<file path="src/subsys_defs.svh">
// Subsystem width macros
// Peripheral region bases and sizes
// CLINT and GPIO register offsets
`ifndef SUBSYS_DEFS_SVH
`define SUBSYS_DEFS_SVH

// Bus and pad widths
`define SUBSYS_ADDR_W          32
`define SUBSYS_XLEN            32
`define SUBSYS_GPIO_W          32

// Region map
`define SUBSYS_CLINT_BASE      32'h0200_0000
`define SUBSYS_CLINT_SIZE_LOG2 16
`define SUBSYS_GPIO_BASE       32'h1001_2000
`define SUBSYS_GPIO_SIZE_LOG2  12

// CLINT offsets within its 64 KB window
`define CLINT_MSIP_OFS         16'h0000
`define CLINT_MTIMECMP_LO_OFS  16'h4000
`define CLINT_MTIMECMP_HI_OFS  16'h4004
`define CLINT_MTIME_LO_OFS     16'hBFF8
`define CLINT_MTIME_HI_OFS     16'hBFFC

// GPIO offsets within its 4 KB window
`define GPIO_INPUT_VAL_OFS     12'h000
`define GPIO_OUTPUT_EN_OFS     12'h008
`define GPIO_OUTPUT_VAL_OFS    12'h00C
`define GPIO_RISE_IE_OFS       12'h018
`define GPIO_RISE_IP_OFS       12'h01C

`endif

</file>
<file path="src/subsys_pkg.sv">
// Subsystem package
// Bus, pad and timer vector types, fabric state enums
// Byte-masked register merge shared by the devices
`include "subsys_defs.svh"

package subsys_pkg;

  typedef logic [`SUBSYS_ADDR_W-1:0]   addr_t;
  typedef logic [`SUBSYS_XLEN-1:0]     data_t;
  typedef logic [`SUBSYS_XLEN/8-1:0]   wmask_t;
  typedef logic [`SUBSYS_GPIO_W-1:0]   gpio_vec_t;
  typedef logic [63:0]                 mtime_t;

  // Fabric sequencing, one transaction at a time
  typedef enum logic [1:0] {PPI_IDLE, PPI_WAIT, PPI_RESP} ppi_state_e;

  // Device that owes the pending response
  typedef enum logic [1:0] {TGT_CLINT, TGT_GPIO, TGT_NONE} ppi_tgt_e;

  // Replace only the bytes selected by the write mask
  function automatic data_t mask_merge(data_t old_val, data_t new_val, wmask_t wmask);
    data_t res;
    res = old_val;
    for (int i = 0; i < `SUBSYS_XLEN/8; i++) begin
      if (wmask[i]) begin
        res[8*i +: 8] = new_val[8*i +: 8];
      end
    end
    return res;
  endfunction

endpackage

</file>
<file path="src/subsys_clint.sv">
// Core-local interruptor
// msip, mtime and mtimecmp registers with byte-masked writes
// RTC toggle synchronizer, edge detect and interrupt outputs
`timescale 1ns/1ps
`include "subsys_defs.svh"

module subsys_clint
  import subsys_pkg::*;
(
  input  logic   clk,
  input  logic   rst,
  input  logic   cmd_valid,
  input  addr_t  addr,
  input  logic   read,
  input  data_t  wdata,
  input  wmask_t wmask,
  input  logic   rtc_toggle,
  input  logic   tm_stop,
  output logic   rsp_valid,
  output logic   rsp_err,
  output data_t  rsp_rdata,
  output logic   sft_irq,
  output logic   tmr_irq
);

  logic [`SUBSYS_CLINT_SIZE_LOG2-1:0] ofs;
  logic   hit;
  logic   wr_en;
  data_t  rd_val;
  logic [1:0] rtc_sync;
  logic   rtc_dly;
  logic   rtc_rise;
  logic   msip_q;
  mtime_t mtime_q;
  mtime_t mtime_nxt;
  mtime_t mtimecmp_q;

  assign ofs   = addr[`SUBSYS_CLINT_SIZE_LOG2-1:0];
  assign wr_en = cmd_valid & ~read & hit;

  ////////////////////////////////////////////////////////////////////
  // RTC toggle crossing

  // Two flops into hclk, then one more for the edge
  always_ff @(posedge clk) begin
    if (rst) begin
      rtc_sync <= '0;
      rtc_dly  <= 1'b0;
    end else begin
      rtc_sync <= {rtc_sync[0], rtc_toggle};
      rtc_dly  <= rtc_sync[1];
    end
  end

  assign rtc_rise = rtc_sync[1] & ~rtc_dly;

  ////////////////////////////////////////////////////////////////////
  // Register file

  always_comb begin
    hit    = 1'b1;
    rd_val = '0;
    case (ofs)
      `CLINT_MSIP_OFS:        rd_val = data_t'(msip_q);
      `CLINT_MTIMECMP_LO_OFS: rd_val = mtimecmp_q[31:0];
      `CLINT_MTIMECMP_HI_OFS: rd_val = mtimecmp_q[63:32];
      `CLINT_MTIME_LO_OFS:    rd_val = mtime_q[31:0];
      `CLINT_MTIME_HI_OFS:    rd_val = mtime_q[63:32];
      default:                hit    = 1'b0;
    endcase
  end

  // Software writes win over the tick
  always_comb begin
    mtime_nxt = mtime_q;
    if (rtc_rise && !tm_stop) begin
      mtime_nxt = mtime_q + 64'd1;
    end
    if (wr_en && ofs == `CLINT_MTIME_LO_OFS) begin
      mtime_nxt[31:0] = mask_merge(mtime_q[31:0], wdata, wmask);
    end
    if (wr_en && ofs == `CLINT_MTIME_HI_OFS) begin
      mtime_nxt[63:32] = mask_merge(mtime_q[63:32], wdata, wmask);
    end
  end

  always_ff @(posedge clk) begin
    if (rst) begin
      msip_q     <= 1'b0;
      mtime_q    <= '0;
      mtimecmp_q <= '1;
    end else begin
      mtime_q <= mtime_nxt;
      // Only bit 0 of msip exists
      if (wr_en && ofs == `CLINT_MSIP_OFS && wmask[0]) begin
        msip_q <= wdata[0];
      end
      if (wr_en && ofs == `CLINT_MTIMECMP_LO_OFS) begin
        mtimecmp_q[31:0] <= mask_merge(mtimecmp_q[31:0], wdata, wmask);
      end
      if (wr_en && ofs == `CLINT_MTIMECMP_HI_OFS) begin
        mtimecmp_q[63:32] <= mask_merge(mtimecmp_q[63:32], wdata, wmask);
      end
    end
  end

  ////////////////////////////////////////////////////////////////////
  // Response and interrupts

  always_ff @(posedge clk) begin
    if (rst) begin
      rsp_valid <= 1'b0;
    end else begin
      rsp_valid <= cmd_valid;
    end
  end

  always_ff @(posedge clk) begin
    if (cmd_valid) begin
      rsp_err   <= ~hit;
      rsp_rdata <= rd_val;
    end
  end

  assign sft_irq = msip_q;
  assign tmr_irq = (mtime_q >= mtimecmp_q);

endmodule

</file>
<file path="src/subsys_gpio.sv">
// GPIO block with 32 pads
// Output value and enable, synchronized input value
// Rising-edge interrupt enable and pending registers
`timescale 1ns/1ps
`include "subsys_defs.svh"

module subsys_gpio
  import subsys_pkg::*;
(
  input  logic      clk,
  input  logic      rst,
  input  logic      cmd_valid,
  input  addr_t     addr,
  input  logic      read,
  input  data_t     wdata,
  input  wmask_t    wmask,
  input  gpio_vec_t pad_in,
  output logic      rsp_valid,
  output logic      rsp_err,
  output data_t     rsp_rdata,
  output gpio_vec_t pad_out,
  output gpio_vec_t pad_oe,
  output logic      irq
);

  logic [`SUBSYS_GPIO_SIZE_LOG2-1:0] ofs;
  logic      hit;
  logic      wr_en;
  data_t     rd_val;
  gpio_vec_t in_s1;
  gpio_vec_t in_val;
  gpio_vec_t in_dly;
  gpio_vec_t rise;
  gpio_vec_t ip_clr;
  gpio_vec_t out_val_q;
  gpio_vec_t out_en_q;
  gpio_vec_t rise_ie_q;
  gpio_vec_t rise_ip_q;

  assign ofs   = addr[`SUBSYS_GPIO_SIZE_LOG2-1:0];
  assign wr_en = cmd_valid & ~read & hit;

  ////////////////////////////////////////////////////////////////////
  // Pad input path

  always_ff @(posedge clk) begin
    if (rst) begin
      in_s1  <= '0;
      in_val <= '0;
      in_dly <= '0;
    end else begin
      in_s1  <= pad_in;
      in_val <= in_s1;
      in_dly <= in_val;
    end
  end

  assign rise = in_val & ~in_dly;

  ////////////////////////////////////////////////////////////////////
  // Registers

  always_comb begin
    hit    = 1'b1;
    rd_val = '0;
    case (ofs)
      `GPIO_INPUT_VAL_OFS:  rd_val = in_val;
      `GPIO_OUTPUT_EN_OFS:  rd_val = out_en_q;
      `GPIO_OUTPUT_VAL_OFS: rd_val = out_val_q;
      `GPIO_RISE_IE_OFS:    rd_val = rise_ie_q;
      `GPIO_RISE_IP_OFS:    rd_val = rise_ip_q;
      default:              hit    = 1'b0;
    endcase
  end

  // Write one to clear, masked by byte enables
  assign ip_clr = (wr_en && ofs == `GPIO_RISE_IP_OFS) ?
                  mask_merge('0, wdata, wmask) : '0;

  always_ff @(posedge clk) begin
    if (rst) begin
      out_val_q <= '0;
      out_en_q  <= '0;
      rise_ie_q <= '0;
      rise_ip_q <= '0;
    end else begin
      if (wr_en && ofs == `GPIO_OUTPUT_EN_OFS) begin
        out_en_q <= mask_merge(out_en_q, wdata, wmask);
      end
      if (wr_en && ofs == `GPIO_OUTPUT_VAL_OFS) begin
        out_val_q <= mask_merge(out_val_q, wdata, wmask);
      end
      if (wr_en && ofs == `GPIO_RISE_IE_OFS) begin
        rise_ie_q <= mask_merge(rise_ie_q, wdata, wmask);
      end
      // New edge beats a clear in the same cycle
      rise_ip_q <= (rise_ip_q & ~ip_clr) | rise;
    end
  end

  ////////////////////////////////////////////////////////////////////
  // Response and outputs

  always_ff @(posedge clk) begin
    if (rst) begin
      rsp_valid <= 1'b0;
    end else begin
      rsp_valid <= cmd_valid;
    end
  end

  always_ff @(posedge clk) begin
    if (cmd_valid) begin
      rsp_err   <= ~hit;
      rsp_rdata <= rd_val;
    end
  end

  assign pad_out = out_val_q;
  assign pad_oe  = out_en_q;
  assign irq     = |(rise_ip_q & rise_ie_q);

endmodule

</file>
<file path="src/subsys_main.sv">
// Subsystem top
// Peripheral bus fabric with the CLINT and GPIO devices
`timescale 1ns/1ps

module subsys_main
  import subsys_pkg::*;
(
  input  logic      hfclk,
  input  logic      rst,
  // Private peripheral ICB
  input  logic      ppi_icb_cmd_valid,
  output logic      ppi_icb_cmd_ready,
  input  addr_t     ppi_icb_cmd_addr,
  input  logic      ppi_icb_cmd_read,
  input  data_t     ppi_icb_cmd_wdata,
  input  wmask_t    ppi_icb_cmd_wmask,
  output logic      ppi_icb_rsp_valid,
  input  logic      ppi_icb_rsp_ready,
  output logic      ppi_icb_rsp_err,
  output data_t     ppi_icb_rsp_rdata,
  // Timer inputs
  input  logic      aon_rtc_toggle,
  input  logic      tm_stop,
  // Pads
  input  gpio_vec_t gpio_pad_in,
  output gpio_vec_t gpio_pad_out,
  output gpio_vec_t gpio_pad_oe,
  // Interrupts
  output logic      clint_sft_irq,
  output logic      clint_tmr_irq,
  output logic      gpio_irq
);

  logic   clint_cmd_valid;
  logic   gpio_cmd_valid;
  addr_t  dev_addr;
  logic   dev_read;
  data_t  dev_wdata;
  wmask_t dev_wmask;
  logic   clint_rsp_valid;
  logic   clint_rsp_err;
  data_t  clint_rsp_rdata;
  logic   gpio_rsp_valid;
  logic   gpio_rsp_err;
  data_t  gpio_rsp_rdata;

  subsys_ppi_fabric i_fabric (
    .clk             (hfclk),
    .rst             (rst),
    .cmd_valid       (ppi_icb_cmd_valid),
    .cmd_ready       (ppi_icb_cmd_ready),
    .cmd_addr        (ppi_icb_cmd_addr),
    .cmd_read        (ppi_icb_cmd_read),
    .cmd_wdata       (ppi_icb_cmd_wdata),
    .cmd_wmask       (ppi_icb_cmd_wmask),
    .rsp_valid       (ppi_icb_rsp_valid),
    .rsp_ready       (ppi_icb_rsp_ready),
    .rsp_err         (ppi_icb_rsp_err),
    .rsp_rdata       (ppi_icb_rsp_rdata),
    .clint_cmd_valid (clint_cmd_valid),
    .gpio_cmd_valid  (gpio_cmd_valid),
    .dev_addr        (dev_addr),
    .dev_read        (dev_read),
    .dev_wdata       (dev_wdata),
    .dev_wmask       (dev_wmask),
    .clint_rsp_valid (clint_rsp_valid),
    .clint_rsp_err   (clint_rsp_err),
    .clint_rsp_rdata (clint_rsp_rdata),
    .gpio_rsp_valid  (gpio_rsp_valid),
    .gpio_rsp_err    (gpio_rsp_err),
    .gpio_rsp_rdata  (gpio_rsp_rdata)
  );

  subsys_clint i_clint (
    .clk        (hfclk),
    .rst        (rst),
    .cmd_valid  (clint_cmd_valid),
    .addr       (dev_addr),
    .read       (dev_read),
    .wdata      (dev_wdata),
    .wmask      (dev_wmask),
    .rtc_toggle (aon_rtc_toggle),
    .tm_stop    (tm_stop),
    .rsp_valid  (clint_rsp_valid),
    .rsp_err    (clint_rsp_err),
    .rsp_rdata  (clint_rsp_rdata),
    .sft_irq    (clint_sft_irq),
    .tmr_irq    (clint_tmr_irq)
  );

  subsys_gpio i_gpio (
    .clk       (hfclk),
    .rst       (rst),
    .cmd_valid (gpio_cmd_valid),
    .addr      (dev_addr),
    .read      (dev_read),
    .wdata     (dev_wdata),
    .wmask     (dev_wmask),
    .pad_in    (gpio_pad_in),
    .rsp_valid (gpio_rsp_valid),
    .rsp_err   (gpio_rsp_err),
    .rsp_rdata (gpio_rsp_rdata),
    .pad_out   (gpio_pad_out),
    .pad_oe    (gpio_pad_oe),
    .irq       (gpio_irq)
  );

endmodule

</file>
<file path="src/subsys_ppi_fabric.sv">
// Private peripheral bus fabric
// Region decode, device command pulse, held response and back-pressure
`timescale 1ns/1ps
`include "subsys_defs.svh"

module subsys_ppi_fabric
  import subsys_pkg::*;
(
  input  logic   clk,
  input  logic   rst,
  // Upstream ICB
  input  logic   cmd_valid,
  output logic   cmd_ready,
  input  addr_t  cmd_addr,
  input  logic   cmd_read,
  input  data_t  cmd_wdata,
  input  wmask_t cmd_wmask,
  output logic   rsp_valid,
  input  logic   rsp_ready,
  output logic   rsp_err,
  output data_t  rsp_rdata,
  // Device command side
  output logic   clint_cmd_valid,
  output logic   gpio_cmd_valid,
  output addr_t  dev_addr,
  output logic   dev_read,
  output data_t  dev_wdata,
  output wmask_t dev_wmask,
  // Device response side
  input  logic   clint_rsp_valid,
  input  logic   clint_rsp_err,
  input  data_t  clint_rsp_rdata,
  input  logic   gpio_rsp_valid,
  input  logic   gpio_rsp_err,
  input  data_t  gpio_rsp_rdata
);

  ppi_state_e state_q;
  ppi_tgt_e   tgt_q;
  ppi_tgt_e   tgt_dec;
  logic       cmd_accept;
  logic       rsp_take;
  logic       dev_done;
  logic       sel_err;
  data_t      sel_rdata;
  logic       rsp_err_q;
  data_t      rsp_rdata_q;

  ////////////////////////////////////////////////////////////////////
  // Decode and command forwarding

  always_comb begin
    if ((cmd_addr >> `SUBSYS_CLINT_SIZE_LOG2) ==
        (addr_t'(`SUBSYS_CLINT_BASE) >> `SUBSYS_CLINT_SIZE_LOG2)) begin
      tgt_dec = TGT_CLINT;
    end else if ((cmd_addr >> `SUBSYS_GPIO_SIZE_LOG2) ==
                 (addr_t'(`SUBSYS_GPIO_BASE) >> `SUBSYS_GPIO_SIZE_LOG2)) begin
      tgt_dec = TGT_GPIO;
    end else begin
      tgt_dec = TGT_NONE;
    end
  end

  // Only accepted while idle, so the devices never stall
  assign cmd_ready  = (state_q == PPI_IDLE);
  assign cmd_accept = cmd_valid & cmd_ready;

  assign clint_cmd_valid = cmd_accept & (tgt_dec == TGT_CLINT);
  assign gpio_cmd_valid  = cmd_accept & (tgt_dec == TGT_GPIO);
  assign dev_addr  = cmd_addr;
  assign dev_read  = cmd_read;
  assign dev_wdata = cmd_wdata;
  assign dev_wmask = cmd_wmask;

  ////////////////////////////////////////////////////////////////////
  // Response selection and hold

  always_comb begin
    dev_done  = 1'b0;
    sel_err   = 1'b1;
    sel_rdata = '0;
    case (tgt_q)
      TGT_CLINT: begin
        dev_done  = clint_rsp_valid;
        sel_err   = clint_rsp_err;
        sel_rdata = clint_rsp_rdata;
      end
      TGT_GPIO: begin
        dev_done  = gpio_rsp_valid;
        sel_err   = gpio_rsp_err;
        sel_rdata = gpio_rsp_rdata;
      end
      // Unmapped address answered by the fabric itself
      default: dev_done = 1'b1;
    endcase
  end

  assign rsp_valid = (state_q == PPI_RESP);
  assign rsp_take  = rsp_valid & rsp_ready;
  assign rsp_err   = rsp_err_q;
  assign rsp_rdata = rsp_rdata_q;

  always_ff @(posedge clk) begin
    if (rst) begin
      state_q <= PPI_IDLE;
      tgt_q   <= TGT_NONE;
    end else begin
      case (state_q)
        PPI_IDLE: begin
          if (cmd_accept) begin
            state_q <= PPI_WAIT;
            tgt_q   <= tgt_dec;
          end
        end
        PPI_WAIT: begin
          if (dev_done) begin
            state_q <= PPI_RESP;
          end
        end
        PPI_RESP: begin
          if (rsp_take) begin
            state_q <= PPI_IDLE;
          end
        end
        default: state_q <= PPI_IDLE;
      endcase
    end
  end

  // Held until the upstream takes it
  always_ff @(posedge clk) begin
    if (state_q == PPI_WAIT && dev_done) begin
      rsp_err_q   <= sel_err;
      rsp_rdata_q <= sel_rdata;
    end
  end

endmodule

</file>
<file path="config.mk">
export PLATFORM = sky130hd
export DESIGN_NAME = subsys_main
export DESIGN_NICKNAME = d
export VERILOG_FILES = /design/src/subsys_pkg.sv /design/src/subsys_clint.sv /design/src/subsys_gpio.sv /design/src/subsys_main.sv /design/src/subsys_ppi_fabric.sv
export VERILOG_INCLUDE_DIRS = /design/src /design/src/src
export SDC_FILE = /design/constraint.sdc
export NUM_CORES = 1
export LEC_CHECK = 0
export ABC_AREA = 1
export BUFFER_PORTS_ARGS = -buffer_cell sky130_fd_sc_hd__buf_2
export CORE_ASPECT_RATIO = 0.5
export CORE_MARGIN = 5
export CORE_UTILIZATION = 40
export CTS_CLUSTER_DIAMETER = 100
export DETAILED_ROUTE_END_ITERATION = 7
export PLACE_DENSITY = 0.62
export SLEW_MARGIN = 30
export SYNTH_ARGS = -nofsm -noshare
export SYNTH_HDL_FRONTEND = slang
export SYNTH_HIERARCHICAL = 1
export SYNTH_SLANG_ARGS = --single-unit
</file>
<file path="constraint.sdc">
create_clock -name hfclk -period 10.1 [get_ports hfclk]
set_input_delay 2.02 -clock hfclk [delete_from_list [all_inputs] [get_ports hfclk]]
set_output_delay 2.02 -clock hfclk [all_outputs]
set_load 0.02 [all_outputs]
</file>
==> flow_summary.json, run 1 <==
{
  "cts_resized": 0,
  "syn-num-nets": 3751,
  "layout.nets": 3846,
  "rsz0062_at_grt": "no",
  "grt_pass1_vias": 20810,
  "max_clock_freq_mhz": 196.3,
  "hpwl_mm": 62.94,
  "postCtsHoldBufs": 0,
  "clock_latency_ps": 590,
  "cts_max_level": 2,
  "dp_cells": 4452,
  "syn_avg_cell_area_sq_um": 6.898,
  "cp-start-kind": "flip-flop",
  "maxSlewHeadroom_pct": 35.34,
  "drive_gt1_share_pct": 11.67,
  "num_rows": 64,
  "place_congestion": 0.9724,
  "slew_viol_final": 0,
  "synth_area_sq_um": 24690,
  "chipWidth_um": 361.3,
  "regToRegSetupSlack_ps": 6710,
  "hp-class": "reg -> reg",
  "cts-root-buf": "clkbuf_16",
  "grt_remaining_overflow": 0,
  "clk_pin_slew_ps": 70,
  "drtIter0Drc": 2581,
  "fp.dieH_um": 185.7,
  "antenna_left": 0,
  "cts_setup_buffers": 0,
  "cts_tree": "built",
  "r2r-end": "i_clint/mtimecmp_q[25]$_SDFFE_PP1P_",
  "max_slew.worst_pin.slew_ps": 967.5,
  "num-fill-cells": 6373,
  "fin_crit_ps": 5093,
  "grt_usage_pct": 24.53,
  "setup_viol": 0,
  "routed_wl_mm": 84.91,
  "drc": 0,
  "start_util_pct": 40.41,
  "crit_type": "reg -> out",
  "port_buffers": 208,
  "core_sq_um": 61100,
  "r2r_start": "i_fabric/state_q[1]$_SDFFE_PP0P_",
  "vias": 22980,
  "ir_worst_vdd_mv": 0.1045,
  "finalPower_mw": 3.973,
  "postSynthCellCount": 3579,
  "drtPass1Iterations": 6,
  "cts_num_sinks": 461,
  "status": "completed",
  "ioPinCount": 209,
  "cp_max_fo": 6,
  "drv_cap": 0,
  "ys_warn_count": 6,
  "via_per_inst": 5.063,
  "clockBufferDepth": 3,
  "dieArea_sq_um": 67090,
  "grt_antenna_before_repair": 3,
  "powerDensity_nw_per_um2": 144.9,
  "r2r_cells": 13,
  "crit_start": "i_clint/mtime_q[55]$_SDFFE_PP0P_",
  "hold_viol": 0,
  "area_growth_pct": 11.07,
  "finClkSkew_ps": 17.61,
  "cp_data_required_time_ps": 8080,
  "fin_crit_sh_pct": 50.43,
  "wl_per_cell_um": 18.71,
  "power.leakage_nw": 13.01,
  "grt_max_degree": 97,
  "arrival_ps": 3070,
  "crit_end": "clint_tmr_irq",
  "finalNonFillerCells": 4538,
  "cts_buffers": 45,
  "final.setup.tns_ps": 0,
  "cp-end-kind": "output pin",
  "grt_pass1_wl_mm": 127.1
}
==> worst max-delay path, stage by stage (launching register included) <==
cell	delay, ps
dfxtp_1	400
ha_1	340
nand2_1	80
nor4_1	590
nand2_1	290
nor4_1	360
nand3_1	120
nand3_1	130
buf_2	180
==> power by group <==
group | leakage [nW] | switching [mW] | internal [mW] | total, mW
Sequential | 3.87 | 0.0359 | 1.91 | 1.95
Combinational | 8.38 | 0.168 | 0.0669 | 0.235
Clock | 0.759 | 0.786 | 1.00 | 1.79
Total | 13.0 | 0.990 | 2.98 | 3.97
==> layout make-up <==
type	instances	area (sq um)	area share (%)
clock buffer	54	1221	4.453
antenna	3	7.507	0.02738
multi-input combinational	2398	11390	41.53
clock inverter	29	311.5	1.136
tap	825	1032	3.764
inverter	542	2039	7.437
timing repair buffer	226	1202	4.385
sequential	461	10220	37.27
==> worst min-delay path by stage <==
stage | start | to | slack (ps) | cells past startpoint
after floorplan | i_clint/rtc_sync[0]$_SDFF_PP0_ | i_clint/rtc_sync[1]$_SDFF_PP0_ | 390 | 2
final | i_gpio/in_s1[21]$_SDFF_PP0_ | i_gpio/in_val[21]$_SDFF_PP0_ | 400 | 2
after detailed placement | i_gpio/in_s1[4]$_SDFF_PP0_ | i_gpio/in_val[4]$_SDFF_PP0_ | 390 | 2
after CTS | i_gpio/in_s1[4]$_SDFF_PP0_ | i_gpio/in_val[4]$_SDFF_PP0_ | 400 | 2
after global routing | i_gpio/in_s1[4]$_SDFF_PP0_ | i_gpio/in_val[4]$_SDFF_PP0_ | 410 | 2
after global placement | i_clint/rtc_sync[0]$_SDFF_PP0_ | i_clint/rtc_sync[1]$_SDFF_PP0_ | 390 | 2
==> state kept, by name (all words and copies together) (netlist names), 2 cells and up <==
signal / cells
i_clint/mtime_q: 64
i_clint/mtimecmp_q: 64
i_clint/rsp_rdata: 32
i_fabric/rsp_rdata: 32
i_gpio/in_dly: 32
i_gpio/in_s1: 32
i_gpio/in_val: 32
i_gpio/pad_oe: 32
i_gpio/pad_out: 32
i_gpio/rise_ie_q: 32
i_gpio/rise_ip_q: 32
i_gpio/rsp_rdata: 32
i_clint/rtc_sync: 2
i_fabric/state_q: 2
i_fabric/tgt_q: 2
==> metal layers <==
| layer | routed length (um) | vias up | part of all wire (%) | GRT usage, % |
|---|---|---|---|---|
| met3 | 8109 | 152 | 9.6 | 5.093 |
| met1 | 39530 | 10550 | 47 | 36.18 |
| li1 | - | 11370 | - | - |
| met4 | 2598 | 0 | 3.1 | 7.428 |
| met5 | 0 | - | 0 | 0 |
| met2 | 34670 | 906 | 41 | 36.00 |
==> per-stage QoR <==
stage               instance area, sq um  setup slack [ps]  utilization (%)  hold WS (ps)
finish                             27420              5007            44.88         397.7
global route                       27420              4760            44.88         409.5
CTS                                27410              4942            44.86         401.6
detailed placement                 25880              4794            42.36         392.4
global placement                   25850              4453            42.31         389.7
floorplan                          24690              4516                -         388.3
==> placed cells by master, fill, tap and decap left out, drive strengths merged, types with 5 or more instances in the layout <==
| cell | n |
|---|---|
| edfxtp | 99 |
| xor2 | 16 |
| o211ai | 11 |
| o21ai | 150 |
| bufinv | 5 |
| xnor2 | 10 |
| a21oi | 82 |
| clkinv | 40 |
| nand2 | 1005 |
| clkbuf | 54 |
| a221o | 8 |
| o22ai | 39 |
| dfxtp | 362 |
| nor2 | 663 |
| nand3 | 186 |
| buf | 226 |
| inv | 523 |
| ha | 65 |
| nand3b | 5 |
| nand4 | 96 |
| a22o | 33 |
| nor3 | 18 |
Power figures use the tool's default switching activity.
==> run 2, diff against run 1 <==
Clock period 10.1 ns to 5.2 ns, I/O delays scaled along.
==> flow_summary.json, run 2 (synthesized netlist as in run 1, its figures left out) <==
{
  "grt_use_met1_pct": 37.06,
  "num-fill-cells": 6343,
  "fin_crit_sh_pct": 77.94,
  "drc": 0,
  "path_cells": "ha_1, nand2_1, nor4_1, nand2_1, nor4_1, nand3_1, nand3_1, buf_2",
  "ir_worst_vdd_mv": 0.2159,
  "power.leakage_nw": 13.02,
  "crit_family": "simple AND/OR/NAND/NOR gates",
  "grt_pass1_vias": 21020,
  "drtIter0Drc": 2772,
  "hold_viol": 0,
  "status": "completed",
  "drv_cap": 0,
  "vias": 23240,
  "hp-class": "reg -> reg",
  "final.setup.tns_ps": 0,
  "place_congestion": 0.9511,
  "start_util_pct": 40.41,
  "cts_buffers": 45,
  "cts_resized": 0,
  "fp.dieH_um": 185.7,
  "fin_crit_ps": 4053,
  "hpwl_mm": 63.52,
  "drtPass1Iterations": 6,
  "pre_cts_ws_ps": 1273,
  "drive_gt1_share_pct": 11.75,
  "powerDensity_nw_per_um2": 281.6,
  "met3_usage_pct": 3.827,
  "clockBufferDepth": 3,
  "regToRegSetupSlack_ps": 2480,
  "finalPower_mw": 7.729,
  "wl_per_cell_um": 18.70,
  "use_met2_pct": 36.80,
  "whs_path_depth": 2,
  "antenna_left": 0,
  "max_slew.worst_pin.slew_ps": 988.0,
  "hold_start": "i_gpio/in_s1[5]$_SDFF_PP0_",
  "dpl_cell_area_sq_um": 25870,
  "cts_max_level": 2,
  "r2r_cells": 12,
  "max_stage_delay_ps": 570,
  "num_rows": 64,
  "cp-start-kind": "flip-flop",
  "finalNonFillerCells": 4539,
  "max_clock_freq_mhz": 246.7,
  "dp_cells": 4454,
  "grt_max_degree": 76,
  "postCtsHoldBufs": 0,
  "grt_usage_pct": 24.51,
  "cp_max_fo": 6,
  "arrival_ps": 3010,
  "fin_area_sq_um": 27450,
  "crit_type": "reg -> out",
  "area_growth_pct": 11.17,
  "ioPinCount": 209,
  "layout_commonest_cell": "nand2_1",
  "cp_data_required_time_ps": 4160,
  "routed_wl_mm": 84.87,
  "core_sq_um": 61100,
  "most-common-layout-cells": "976 x nand2_1, 622 x nor2_1, 479 x inv_1",
  "cpMaxStageDelayCell": "nor4_1",
  "slew_viol_final": 0,
  "r2r_start": "i_fabric/state_q[0]$_SDFFE_PP0P_",
  "layout.nets": 3848,
  "grt_pass1_wl_mm": 128.0,
  "cts_setup_buffers": 0,
  "maxSlewHeadroom_pct": 33.97,
  "cts_num_sinks": 461,
  "cts_tree": "built",
  "grt_antenna_before_repair": 5,
  "port_buffers": 208,
  "setup_viol": 0,
  "cp-end-kind": "output pin",
  "finClkSkew_ps": 19.69,
  "clk_pin_slew_ps": 70,
  "min_to": "i_gpio/in_val[5]$_SDFF_PP0_",
  "via_per_inst": 5.119,
  "chipWidth_um": 361.3,
  "top_regs": "i_clint/mtime_q x64, i_clint/mtimecmp_q x64",
  "cts-root-buf": "clkbuf_16",
  "grt_remaining_overflow": 0,
  "rsz0062_at_grt": "no",
  "r2r-end": "i_clint/mtimecmp_q[25]$_SDFFE_PP1P_",
  "grt_busiest_layer": "met1",
  "hold_slack_ps": 394.9,
  "setup_slack_ps": 1147,
  "dieArea_sq_um": 67090,
  "clock_latency_ps": 590,
  "critPathBufInv": 1,
  "fin_util_pct": 44.92
}
==> run 2: cell types whose count changed in the layout (fill, tap and decap cells not counted), moves of 2 or more <==
cell / delta
inv_6: +2
inv_16: -2
clkinv_2: -5
buf_4: +4
clkinv_16: +2
==> run 2: metal layers <==
layer  vias up  routed length [um]
met5         -                  13
met4         2                1674
met3       113                7946
met2       923               35530
met1     10840               39700
li1      11360                   -
==> run 2: worst max path at each step <==
stage,from,to,slack [ps],depth (start not counted)
after floorplan,ppi_icb_cmd_addr[27],i_clint/mtime_q[48]$_SDFFE_PP0P_,600,14
after global placement,ppi_icb_cmd_addr[6],i_gpio/rsp_err$_DFFE_PP_,1350,7
after detailed placement,ppi_icb_cmd_addr[6],i_gpio/rsp_err$_DFFE_PP_,1270,7
after CTS,i_clint/mtime_q[52]$_SDFFE_PP0P_,clint_tmr_irq,1180,8
after global routing,i_clint/mtime_q[52]$_SDFFE_PP0P_,clint_tmr_irq,980,8
final,i_clint/mtime_q[55]$_SDFFE_PP0P_,clint_tmr_irq,1150,8
==> run 2: area by class of cell <==
cell class | count | area (sq um) | area share [%]
multi-input combinational | 2398 | 11380 | 41.48
sequential | 461 | 10220 | 37.24
inverter | 542 | 2041 | 7.435
clock buffer | 55 | 1256 | 4.577
timing repair buffer | 228 | 1194 | 4.349
tap | 825 | 1032 | 3.761
clock inverter | 28 | 315.3 | 1.149
antenna | 2 | 5.005 | 0.01823
==> run 2: where the power goes <==
group / internal, mW / switching [mW] / leakage (nW)
registers: 3.72 / 0.0692 / 3.87
logic: 0.130 / 0.327 / 8.38
clock network: 1.95 / 1.54 / 0.764
==> run 2: tightest hold or removal path, cell delays in order, from the launching register on <==
cell     delay [ps]
dfxtp_1         300
inv_1            40
nor2_1           30
